**src/fetch_config.svh**
```systemverilog
`ifndef FETCH_CONFIG_SVH
`define FETCH_CONFIG_SVH

// first fetch address out of reset
`define FETCH_RESET_PC 32'haaaaa000

// instruction queue entries, power of two
`define IQ_DEPTH 16

// 64-bit memory beats that make one 256-bit line
`define BEATS_PER_LINE 4

`endif

```
**src/fetch_pkg.sv**
```systemverilog
package fetch_pkg;

    // byte address
    typedef logic [31:0] addr_t;

    // one instruction word
    typedef logic [31:0] inst_t;

    // dynamic instruction sequence number
    typedef logic [63:0] order_t;

    // one memory data beat
    typedef logic [63:0] beat_t;

    // eight instructions, one cache line
    typedef logic [255:0] line_t;

    // line address, upper 27 address bits
    typedef logic [26:0] line_tag_t;

    // instruction index inside a line
    typedef logic [2:0] word_sel_t;

    // fetch controller states
    typedef enum logic [1:0] {
        RUN,
        FILL,
        DISCARD
    } fetch_state_t;

endpackage

```
**src/burst_assembler.sv**
```systemverilog
`timescale 1ns/1ps
`include "fetch_config.svh"

module burst_assembler
import fetch_pkg::*;
(
    input  logic      clk,
    input  logic      rst,
    input  logic      fill_req_i,
    input  line_tag_t fill_addr_i,
    input  beat_t     bmem_rdata_i,
    input  logic      bmem_rvalid_i,
    output addr_t     bmem_addr_o,
    output logic      bmem_read_o,
    output logic      fill_done_o,
    output line_t     fill_line_o
);

    localparam int CNT_W = $clog2(`BEATS_PER_LINE);

    logic             busy;
    logic [CNT_W-1:0] beat_cnt;
    logic             last_beat;

    assign last_beat = bmem_rvalid_i && (beat_cnt == CNT_W'(`BEATS_PER_LINE - 1));

    // burst control
    always_ff @(posedge clk) begin
        if (rst) begin
            busy        <= 1'b0;
            beat_cnt    <= '0;
            bmem_read_o <= 1'b0;
            fill_done_o <= 1'b0;
        end else begin
            bmem_read_o <= fill_req_i;
            fill_done_o <= busy && last_beat;
            if (fill_req_i && !busy) begin
                busy     <= 1'b1;
                beat_cnt <= '0;
            end else if (busy && bmem_rvalid_i) begin
                beat_cnt <= beat_cnt + 1'b1;
                if (last_beat) begin
                    busy <= 1'b0;
                end
            end
        end
    end

    // line address and beat data
    always_ff @(posedge clk) begin
        if (fill_req_i && !busy) begin
            bmem_addr_o <= {fill_addr_i, 5'b00000};
        end
        if (busy && bmem_rvalid_i) begin
            // beats arrive lowest address first
            fill_line_o[beat_cnt * $bits(beat_t) +: $bits(beat_t)] <= bmem_rdata_i;
        end
    end

    // the controller must wait for fill_done before asking again
    a_no_req_while_busy: assert property (@(posedge clk) disable iff (rst)
        fill_req_i |-> !busy);

    a_read_one_cycle: assert property (@(posedge clk) disable iff (rst)
        bmem_read_o |=> !bmem_read_o);

endmodule

```
**src/line_buffer.sv**
```systemverilog
`timescale 1ns/1ps

module line_buffer
import fetch_pkg::*;
(
    input  logic      clk,
    input  logic      rst,
    input  logic      load_i,
    input  line_tag_t load_tag_i,
    input  line_t     load_line_i,
    input  logic      invalidate_i,
    input  addr_t     pc_i,
    output logic      hit_o,
    output inst_t     word_o
);

    logic      valid_q;
    line_tag_t tag_q;
    line_t     line_q;
    word_sel_t sel;

    // invalidate beats a load in the same cycle
    always_ff @(posedge clk) begin
        if (rst) begin
            valid_q <= 1'b0;
        end else if (invalidate_i) begin
            valid_q <= 1'b0;
        end else if (load_i) begin
            valid_q <= 1'b1;
        end
    end

    always_ff @(posedge clk) begin
        if (load_i) begin
            tag_q  <= load_tag_i;
            line_q <= load_line_i;
        end
    end

    // pc[4:2] picks the word, pc[31:5] must match the tag
    assign sel    = pc_i[4:2];
    assign hit_o  = valid_q && (tag_q == pc_i[31:5]);
    assign word_o = line_q[sel * $bits(inst_t) +: $bits(inst_t)];

endmodule

```
**src/inst_queue.sv**
```systemverilog
`timescale 1ns/1ps
`include "fetch_config.svh"

module inst_queue
import fetch_pkg::*;
#(
    parameter int DEPTH = `IQ_DEPTH
)
(
    input  logic   clk,
    input  logic   rst,
    input  logic   flush_i,
    input  logic   enq_i,
    input  inst_t  enq_inst_i,
    input  addr_t  enq_pc_i,
    input  order_t enq_order_i,
    input  logic   deq_i,
    output logic   full_o,
    output logic   valid_o,
    output inst_t  inst_o,
    output addr_t  pc_o,
    output order_t order_o
);

    localparam int PTR_W = $clog2(DEPTH);
    localparam int CNT_W = PTR_W + 1;

    inst_t  inst_mem  [DEPTH];
    addr_t  pc_mem    [DEPTH];
    order_t order_mem [DEPTH];

    logic [PTR_W-1:0] wr_ptr;
    logic [PTR_W-1:0] rd_ptr;
    logic [CNT_W-1:0] count;

    // pointers wrap on their own since DEPTH is a power of two
    always_ff @(posedge clk) begin
        if (rst || flush_i) begin
            wr_ptr <= '0;
            rd_ptr <= '0;
            count  <= '0;
        end else begin
            if (enq_i) begin
                wr_ptr <= wr_ptr + 1'b1;
            end
            if (deq_i) begin
                rd_ptr <= rd_ptr + 1'b1;
            end
            case ({enq_i, deq_i})
                2'b10:   count <= count + 1'b1;
                2'b01:   count <= count - 1'b1;
                default: count <= count;
            endcase
        end
    end

    // entry storage
    always_ff @(posedge clk) begin
        if (enq_i) begin
            inst_mem[wr_ptr]  <= enq_inst_i;
            pc_mem[wr_ptr]    <= enq_pc_i;
            order_mem[wr_ptr] <= enq_order_i;
        end
    end

    assign full_o  = (count == CNT_W'(DEPTH));
    assign valid_o = (count != '0);

    // head shown without a register stage
    assign inst_o  = inst_mem[rd_ptr];
    assign pc_o    = pc_mem[rd_ptr];
    assign order_o = order_mem[rd_ptr];

    a_no_enq_full: assert property (@(posedge clk) disable iff (rst || flush_i)
        enq_i |-> !full_o);

    a_no_deq_empty: assert property (@(posedge clk) disable iff (rst || flush_i)
        deq_i |-> valid_o);

endmodule

```
**src/fetch_ctrl.sv**
```systemverilog
`timescale 1ns/1ps
`include "fetch_config.svh"

module fetch_ctrl
import fetch_pkg::*;
(
    input  logic      clk,
    input  logic      rst,
    input  logic      redirect_i,
    input  addr_t     redirect_pc_i,
    input  logic      hit_i,
    input  inst_t     word_i,
    input  logic      fill_done_i,
    input  logic      full_i,
    output addr_t     pc_o,
    output logic      fill_req_o,
    output line_tag_t fill_addr_o,
    output logic      invalidate_o,
    output logic      enq_o,
    output inst_t     enq_inst_o,
    output addr_t     enq_pc_o,
    output order_t    enq_order_o
);

    fetch_state_t state;
    fetch_state_t state_next;
    addr_t        pc;
    order_t       order;

    // hits stream one per cycle unless the queue is full or commit redirects
    assign enq_o       = (state == RUN) && hit_i && !full_i && !redirect_i;
    assign enq_inst_o  = word_i;
    assign enq_pc_o    = pc;
    assign enq_order_o = order;

    // miss in RUN asks for the line holding pc
    assign fill_req_o  = (state == RUN) && !hit_i && !redirect_i;
    assign fill_addr_o = pc[31:5];

    // the buffered line may belong to the old path
    assign invalidate_o = redirect_i;

    assign pc_o = pc;

    always_comb begin
        state_next = state;
        case (state)
            RUN: begin
                if (fill_req_o) begin
                    state_next = FILL;
                end
            end
            FILL: begin
                // a redirect with fill_done still ends the burst
                if (fill_done_i) begin
                    state_next = RUN;
                end else if (redirect_i) begin
                    state_next = DISCARD;
                end
            end
            DISCARD: begin
                if (fill_done_i) begin
                    state_next = RUN;
                end
            end
            default: state_next = RUN;
        endcase
    end

    always_ff @(posedge clk) begin
        if (rst) begin
            state <= RUN;
            pc    <= `FETCH_RESET_PC;
            order <= '0;
        end else begin
            state <= state_next;
            if (redirect_i) begin
                // order keeps counting across a redirect
                pc <= redirect_pc_i;
            end else if (enq_o) begin
                pc    <= pc + 32'd4;
                order <= order + 64'd1;
            end
        end
    end

    // burst assembler only finishes a fill that was requested
    a_done_only_waiting: assert property (@(posedge clk) disable iff (rst)
        fill_done_i |-> (state != RUN));

endmodule

```
**src/fetch_frontend.sv**
```systemverilog
`timescale 1ns/1ps

module fetch_frontend
import fetch_pkg::*;
(
    input  logic   clk,
    input  logic   rst,
    output addr_t  bmem_addr_o,
    output logic   bmem_read_o,
    input  beat_t  bmem_rdata_i,
    input  logic   bmem_rvalid_i,
    input  logic   redirect_i,
    input  addr_t  redirect_pc_i,
    input  logic   dequeue_i,
    output logic   inst_valid_o,
    output inst_t  inst_o,
    output addr_t  pc_o,
    output order_t order_o
);

    addr_t     fetch_pc;
    logic      hit;
    inst_t     word;
    logic      fill_req;
    line_tag_t fill_addr;
    logic      fill_done;
    line_t     fill_line;
    logic      invalidate;
    logic      enq;
    inst_t     enq_inst;
    addr_t     enq_pc;
    order_t    enq_order;
    logic      full;

    fetch_ctrl u_fetch_ctrl (
        .clk          (clk),
        .rst          (rst),
        .redirect_i   (redirect_i),
        .redirect_pc_i(redirect_pc_i),
        .hit_i        (hit),
        .word_i       (word),
        .fill_done_i  (fill_done),
        .full_i       (full),
        .pc_o         (fetch_pc),
        .fill_req_o   (fill_req),
        .fill_addr_o  (fill_addr),
        .invalidate_o (invalidate),
        .enq_o        (enq),
        .enq_inst_o   (enq_inst),
        .enq_pc_o     (enq_pc),
        .enq_order_o  (enq_order)
    );

    // tag comes from the address the burst actually read
    line_buffer u_line_buffer (
        .clk         (clk),
        .rst         (rst),
        .load_i      (fill_done),
        .load_tag_i  (bmem_addr_o[31:5]),
        .load_line_i (fill_line),
        .invalidate_i(invalidate),
        .pc_i        (fetch_pc),
        .hit_o       (hit),
        .word_o      (word)
    );

    burst_assembler u_burst_assembler (
        .clk          (clk),
        .rst          (rst),
        .fill_req_i   (fill_req),
        .fill_addr_i  (fill_addr),
        .bmem_rdata_i (bmem_rdata_i),
        .bmem_rvalid_i(bmem_rvalid_i),
        .bmem_addr_o  (bmem_addr_o),
        .bmem_read_o  (bmem_read_o),
        .fill_done_o  (fill_done),
        .fill_line_o  (fill_line)
    );

    inst_queue u_inst_queue (
        .clk        (clk),
        .rst        (rst),
        .flush_i    (redirect_i),
        .enq_i      (enq),
        .enq_inst_i (enq_inst),
        .enq_pc_i   (enq_pc),
        .enq_order_i(enq_order),
        .deq_i      (dequeue_i),
        .full_o     (full),
        .valid_o    (inst_valid_o),
        .inst_o     (inst_o),
        .pc_o       (pc_o),
        .order_o    (order_o)
    );

endmodule

```
**config.mk**
```make
export PLATFORM = sky130hd
export DESIGN_NAME = fetch_frontend
export DESIGN_NICKNAME = d
export VERILOG_FILES = /design/src/fetch_pkg.sv /design/src/burst_assembler.sv /design/src/line_buffer.sv /design/src/inst_queue.sv /design/src/fetch_ctrl.sv /design/src/fetch_frontend.sv
export VERILOG_INCLUDE_DIRS = /design/src
export SDC_FILE = /design/constraint.sdc
export NUM_CORES = 2
export LEC_CHECK = 0
export ABC_AREA = 1
export BUFFER_PORTS_ARGS = -buffer_cell sky130_fd_sc_hd__buf_2
export CORE_ASPECT_RATIO = 1.4
export CORE_MARGIN = 10
export CORE_UTILIZATION = 62
export DETAILED_ROUTE_END_ITERATION = 8
export PLACE_DENSITY_LB_ADDON = 0.08
export RECOVER_POWER = 50
export SYNTH_ARGS = -nofsm -noshare
export SYNTH_HDL_FRONTEND = slang
export SYNTH_SLANG_ARGS = --single-unit
```
**constraint.sdc**
```tcl
create_clock -name clk -period 9.7 [get_ports clk]
set_input_delay 0.485 -clock clk [delete_from_list [all_inputs] [get_ports clk]]
set_output_delay 0.485 -clock clk [all_outputs]
set_load 0.05 [all_outputs]
```
=== Yosys cells after proc, flatten, opt, wreduce, memory -nomap -nowiden ===
Memory sizes are Yosys's and may differ from the RTL's. A register that Yosys moved wholly into a read port is not among the register bits.
Index checks and enable logic that the tools add are counted.

* Register bits after elaboration: 683
* Bits in latches: 0
* RAM bits: 2,048
* Bits in read-only memories: 0
* Memories kept: 3

* Add/sub/neg operators: 8
* Multiply operators: 0
* Divide/modulo/power cells: 0
* $lt $le $gt $ge: 0
* Equality and inequality tests: 10
* Shift-type cells: 3
* Mux-type cells: 20
* Bitwise gates (word level): 1
* Reduce and logical (&&, ||, !) cells: 26

{| class="wikitable"
|+ Memories
! name !! words !! bits a word !! read ports !! clocked after memory_dff !! write ports !! RTL line !! RTL
|-
| u_inst_queue.order_mem || 16 || 64 || 1 || 1 || 1 || inst_queue.sv:30 || <nowiki>order_t order_mem [DEPTH];</nowiki>
|-
| u_inst_queue.inst_mem || 16 || 32 || 1 || 1 || 1 || inst_queue.sv:28 || <nowiki>inst_t inst_mem [DEPTH];</nowiki>
|-
| u_inst_queue.pc_mem || 16 || 32 || 1 || 1 || 1 || inst_queue.sv:29 || <nowiki>addr_t pc_mem [DEPTH];</nowiki>
|}

{| class="wikitable"
|+ Operators with widths
! cell !! number
|-
| $bwmux W256 || 1
|-
| $shift A64 B34 Y256 const A || 1
|-
| $shiftx A256 B9 Y32 || 1
|-
| $shiftx A64 B34 Y256 || 1
|-
| $add A64 B1 Y64 const B || 1
|-
| $mux W32 || 2
|-
| $neg A8 Y34 || 1
|-
| $add A32 B3 Y32 const B || 1
|-
| $eq A27 B27 Y1 || 1
|-
| $mux W4 || 6
|-
| $logic_and A1 B1 Y1 || 10
|-
| $pmux W5 S2 || 1
|-
| $add A4 B1 Y4 const B || 2
|-
| $mux W2 || 4
|-
| $reduce_bool A2 Y1 || 4
|-
| $eq A2 B2 Y1 const B || 3
|-
| $pmux W2 S3 || 1
|-
| $add A5 B1 Y5 const B || 1
|-
| $eq A5 B5 Y1 const B || 1
|-
| $mux W1 || 5
|-
| $reduce_bool A5 Y1 || 1
|-
| $sub A5 B1 Y5 const B || 1
|-
| $eq A2 B1 Y1 const B || 2
|-
| $logic_not A1 Y1 || 4
|-
| 9 further kinds || 12
|}

=== Logic depth before layout (Yosys ltp) ===
* Depth in word-level cells: 8
* Depth in mapped cells: 21
* Mapped depth without buffers: 19

=== Hierarchy ===
Synthesis repeated with hierarchy kept, for this count alone.

* Cell total of the unflattened synthesis: 9,205
* Area, all modules: 110,910.1 um2

{| class="wikitable"
|+ By module, submodules not included
! module !! instances !! cells an instance !! area each (um2) !! seq. area each (um2)
|-
| inst_queue || 1 || 6,385 || 81,976.1 || 61,839.3
|-
| line_buffer || 1 || 976 || 11,479.8 || 8,518.2
|-
| burst_assembler || 1 || 755 || 10,670.2 || 8,598.2
|-
| fetch_ctrl || 1 || 1,089 || 6,784.0 || 1,961.9
|}

=== Least setup slack after synthesis ===
OpenSTA, ideal clock, no wires.

* Path kind: flip-flop to flip-flop
* Start point: register u_burst_assembler.fill_done_o
* End point: register u_fetch_ctrl.state[0]
* Library setup time: 0.132 ns
* Arrival time: 7.542 ns
* Data required time: 9.568 ns
* Slack: 2.025 ns
* Stages on the path, launching flop included: 4
* Path buffers: 0
* Clock period less this slack: 7.675 ns
* Cells stage by stage: dfxtp_1 inv_1 nand4_1 a21oi_1

* Cells in the longest elaborated chain, start to end: 2

{| class="wikitable"
|+ Ends and longest elaborated chain
! item !! RTL line !! RTL
|-
| start, declared || burst_assembler.sv:15 || <nowiki>output logic fill_done_o,</nowiki>
|-
| start signal, assigned || burst_assembler.sv:36 || <nowiki>fill_done_o <= busy && last_beat;</nowiki>
|-
| $ne A3 B2 Y1 (no source line), or another cell as far along || - ||
|-
| $reduce_and A3 Y1 (no source line) or $pmux W2 S3 (tied branches) || - ||
|-
| end signal, assigned || fetch_ctrl.sv:76 || <nowiki>state <= state_next;</nowiki>
|-
| end, declared || fetch_ctrl.sv:25 || <nowiki>fetch_state_t state;</nowiki>
|}

Parallel ways exist; a longest one is shown, timed or not.
A chain may end at the register's enable or synchronous reset.

=== Final worst setup path ===
* Start point: register u_burst_assembler.fill_done_o
* End point: register u_line_buffer.line_q[107] (enable)

{| class="wikitable"
|+ RTL lines
! item !! RTL line !! RTL
|-
| end signal, assigned || line_buffer.sv:36 || <nowiki>line_q <= load_line_i;</nowiki>
|-
| end, declared || line_buffer.sv:19 || <nowiki>line_t line_q;</nowiki>
|}

No word-level cell between the ends.

==> out/results.tsv <==
stage	metric	value	unit
timing	Pins Over Slew Limit	839	
placement	port buffer count	257	
drt	# DRC	0	
cells_and_area	Finished Layout Cells	10923	
worst_setup_path	kind of critical path	flip-flop to flip-flop	
floorplanning	DIE AREA	190000	sq um
status	failing checks	capacitance limit, slew limit	
floorplanning	Core Region	172000	sq um
cts	Num CTS Buffers	236	
drt	drt first pass iters	6	
timing	Tcrit/Tclk final	74.5	%
worst_setup_path	worst r2r src	u_burst_assembler.fill_done_o	
worst_setup_path	CP cell instances	clkbuf_1 > buf_4	
worst_setup_path	Worst Path Arrival	7.71	ns
cts	Post-CTS Setup Bufs	0	
timing	worst-margin pin slew	4.19	ns
worst_setup_path	critical path peak fanout	80	
cts	worst-case clock buffer depth	3	
power	PD cells	197	nW/um^2
cells_and_area	# fillers	11958	
cells_and_area	post-route core utilization	69.0	%
grt	initial antenna violation count	9	
cells_and_area	layout cells sized above 1	8.35	%
floorplanning	row count	180	
power	Lkg Pwr	40.7	nW
timing	clk_skew	0.0265	ns
synthesis	Synth top area share	73.3	%
synthesis	Synth Instances	8276	
cts	Skew-Pair Late Insertion Delay	0.88	ns
placement	HPWL after detailed placement	155000	microns
placement	pre-CTS WS	4.24	ns
drt	post-detailed-route wirelength per cell	26.2	microns
drt	routed vias/inst	6.34	
synthesis	Seq/Total Area, Yosys	75.5	%
cts	clock-pin transition on the worst setup and hold timing paths	0.06	ns
timing	RSZ-0062 raised after global routing	false	
worst_setup_path	top cell family by delay on the critical path	buffers and inverters	
grt	largest net degree at the start of global routing	229	
cts	Hold-fix buffers, CTS	88	
worst_setup_path	crit start category	flip-flop	
timing	Tmin final	7.22	ns
timing	Fin Hold WS	0.0521	ns
synthesis	Avg Cell Area, Syn	12.9	sq um
drt	Antenna Nets Post-Route	0	
synthesis	FF+latch count, synth	2735	
timing	Max Freq	138	MHz
worst_setup_path	CP max stage delay	2.92	ns
placement	post-placement cell count	10389	
synthesis	Post-Syn Area	107000	sq um
cells_and_area	Layout Nets	8558	
drt	DR iter-0 viols	7900	
cts	post-CTS resize count	0	
drt	routed vias	69230	
worst_setup_path	CP startpoint	u_burst_assembler.fill_done_o	
timing	hold violation count in the final report	0	
run	Max Cap Viol	16	
worst_hold_path	worst hold path startpoint	bmem_rdata_i[40]	
worst_setup_path	Slowest cell on crit path	clkbuf_1	
synthesis	dominant cells by area after synthesis	edfxtp_1 (73%), nor2_1 (6.2%), o21ai_0 (6.2%)	
cts	CTS tree	done	
worst_setup_path	worst path bufs/invs	2	
floorplanning	die height	512	microns
timing	final setup fails	0	
status	status	complete, but fails checks	
synthesis	warnings from Yosys	0	
floorplanning	I/O Pins	263	
grt	GR Util All Layers	29.5	%
timing	Setup WS post-layout	2.48	ns
power	VDD IR-drop max	0.000198	V
cts	CTS root buffer	clkbuf_16	
grt	vias in the first global route	68218	
synthesis	Unique masters post-synth	49	
drt	Post-Route WL	287000	microns
grt	global-route wire length before repair	424000	microns
grt	total gr overflow	0	
floorplanning	Initial Util	62.3	%
worst_setup_path	CP required	10.18	ns
cells_and_area	area delta synth->final	10.7	%
timing	setup TNS	0	ns
timing	Slew headroom	-179	%
synthesis	biggest area consumer among synthesized cells	edfxtp_1	
cts	H-tree depth	4	
placement	placer's final routability congestion estimate	0.898	
cts	clock sinks	2735	
worst_setup_path	Critical Path End Type	flip-flop	
floorplanning	Die Wd	371	microns
worst_hold_path	Worst Hold Class	input port to flip-flop	
through the flow:
step                      cell area (sq um)  power, mW
after floorplan                      107000       14.0
after global placement               110000       14.4
after detailed placement             110000       14.4
after CTS                            119000       23.5
after global routing                 119000       24.0
final                                119000       23.4
Yosys cell counts, drive strengths merged:
cell type and number:
dfxtp 121, a21oi 65, nor3b 3, nand2 489
or2 1, clkbuf 417, nand3b 3, nor2 1784
mux2i 10, clkinv 2, inv 249, fa 1
nor4 8, nand3 143, o21bai 8, o32ai 12
a31oi 33, conb 1, buf 126, xnor2 3
nor4b 2, a211oi 1, and3 4, o211ai 71
and2 1, o21ai 1330, xor2 20, o31ai 1
nand4 38, o22ai 365, edfxtp 2614, nor3 107
ha 16, o221ai 227
cell usage in the layout (no fill, tap or decap), types with 47 or more instances in the layout:
| cell type | count |
|---|---|
| clkinv_1 | 58 |
| nand2_1 | 482 |
| inv_1 | 226 |
| buf_2 | 227 |
| o211ai_1 | 71 |
| clkinv_2 | 47 |
| clkbuf_16 | 238 |
| a21oi_1 | 65 |
| nor3_1 | 105 |
| buf_4 | 71 |
| o221ai_1 | 227 |
| dfxtp_1 | 117 |
| clkbuf_1 | 118 |
| o21ai_0 | 1319 |
| nor2_1 | 1751 |
| edfxtp_1 | 2614 |
| dlygate4sd3_1 | 88 |
| nand3_1 | 140 |
| o22ai_1 | 365 |
path summary, 6_finish.rpt:
check / end / slack, ns / depth (start not counted)
min reg2reg: u_line_buffer.line_q[65] / 0.41 / 0
max: u_line_buffer.line_q[107] / 2.48 / 2
max reg2reg: u_line_buffer.line_q[107] / 2.48 / 2
min: u_burst_assembler.fill_line_o[40] / 0.05 / 3
state kept, by name (all words and copies together), names as in the netlist, 5 cells and up, named ones only:
| register | cells |
|---|---|
| u_line_buffer.tag_q | 27 |
| u_fetch_ctrl.enq_order_o | 64 |
| u_inst_queue.pc_mem | 512 |
| u_inst_queue.order_mem | 1024 |
| u_burst_assembler.fill_line_o | 256 |
| u_burst_assembler.bmem_addr_o | 27 |
| u_fetch_ctrl.enq_pc_o | 32 |
| u_inst_queue.inst_mem | 512 |
| u_line_buffer.line_q | 256 |
| u_inst_queue.count | 5 |
area by class of cell:
type	instances	area [sq um]	share of cell area, %
sequential	2735	80900	68.3
timing repair buffer	465	3120	2.63
inverter	251	971	0.819
clock buffer	297	6210	5.24
tap	2275	2850	2.40
antenna	5	12.5	0.0106
multi-input combinational	4751	23200	19.6
clock inverter	144	1240	1.05
where the power goes:
part	switching, mW	internal, mW	total (mW)
Sequential	0.0727	12.9	13.0
Combinational	0.910	0.283	1.19
Clock	4.17	5.01	9.18
worst min-delay path, delay by kind of cell:
| kind | cells | cell delay (ns) |
|---|---|---|
| simple gates | 1 | 0.10 |
| buf+inv | 2 | 0.22 |
cells by family (layout without fill, tap and decap cells):
group | after synthesis | in the layout | synth area share, %
flip-flops | 2735 | 2735 | 75.5
other | 1 | 10 | 0.00350
adder cells (fa/ha/maj) | 17 | 17 | 0.206
AND/OR/NAND/NOR | 2583 | 2583 | 9.65
buffers and inverters | 794 | 1157 | 2.95
XOR/XNOR | 23 | 23 | 0.188
multiplexers | 10 | 10 | 0.0935
AO/OA/AOI/OAI | 2113 | 2113 | 11.4
layer usage:
metal / GRT usage, % / part of all wire, %
met1: 36.8 / 37
met2: 51.2 / 51
met3: 4.51 / 7.5
met4: 12.4 / 4.3
met5: 0 / 0.029
Note: power is estimated with default switching activity, not from simulation.
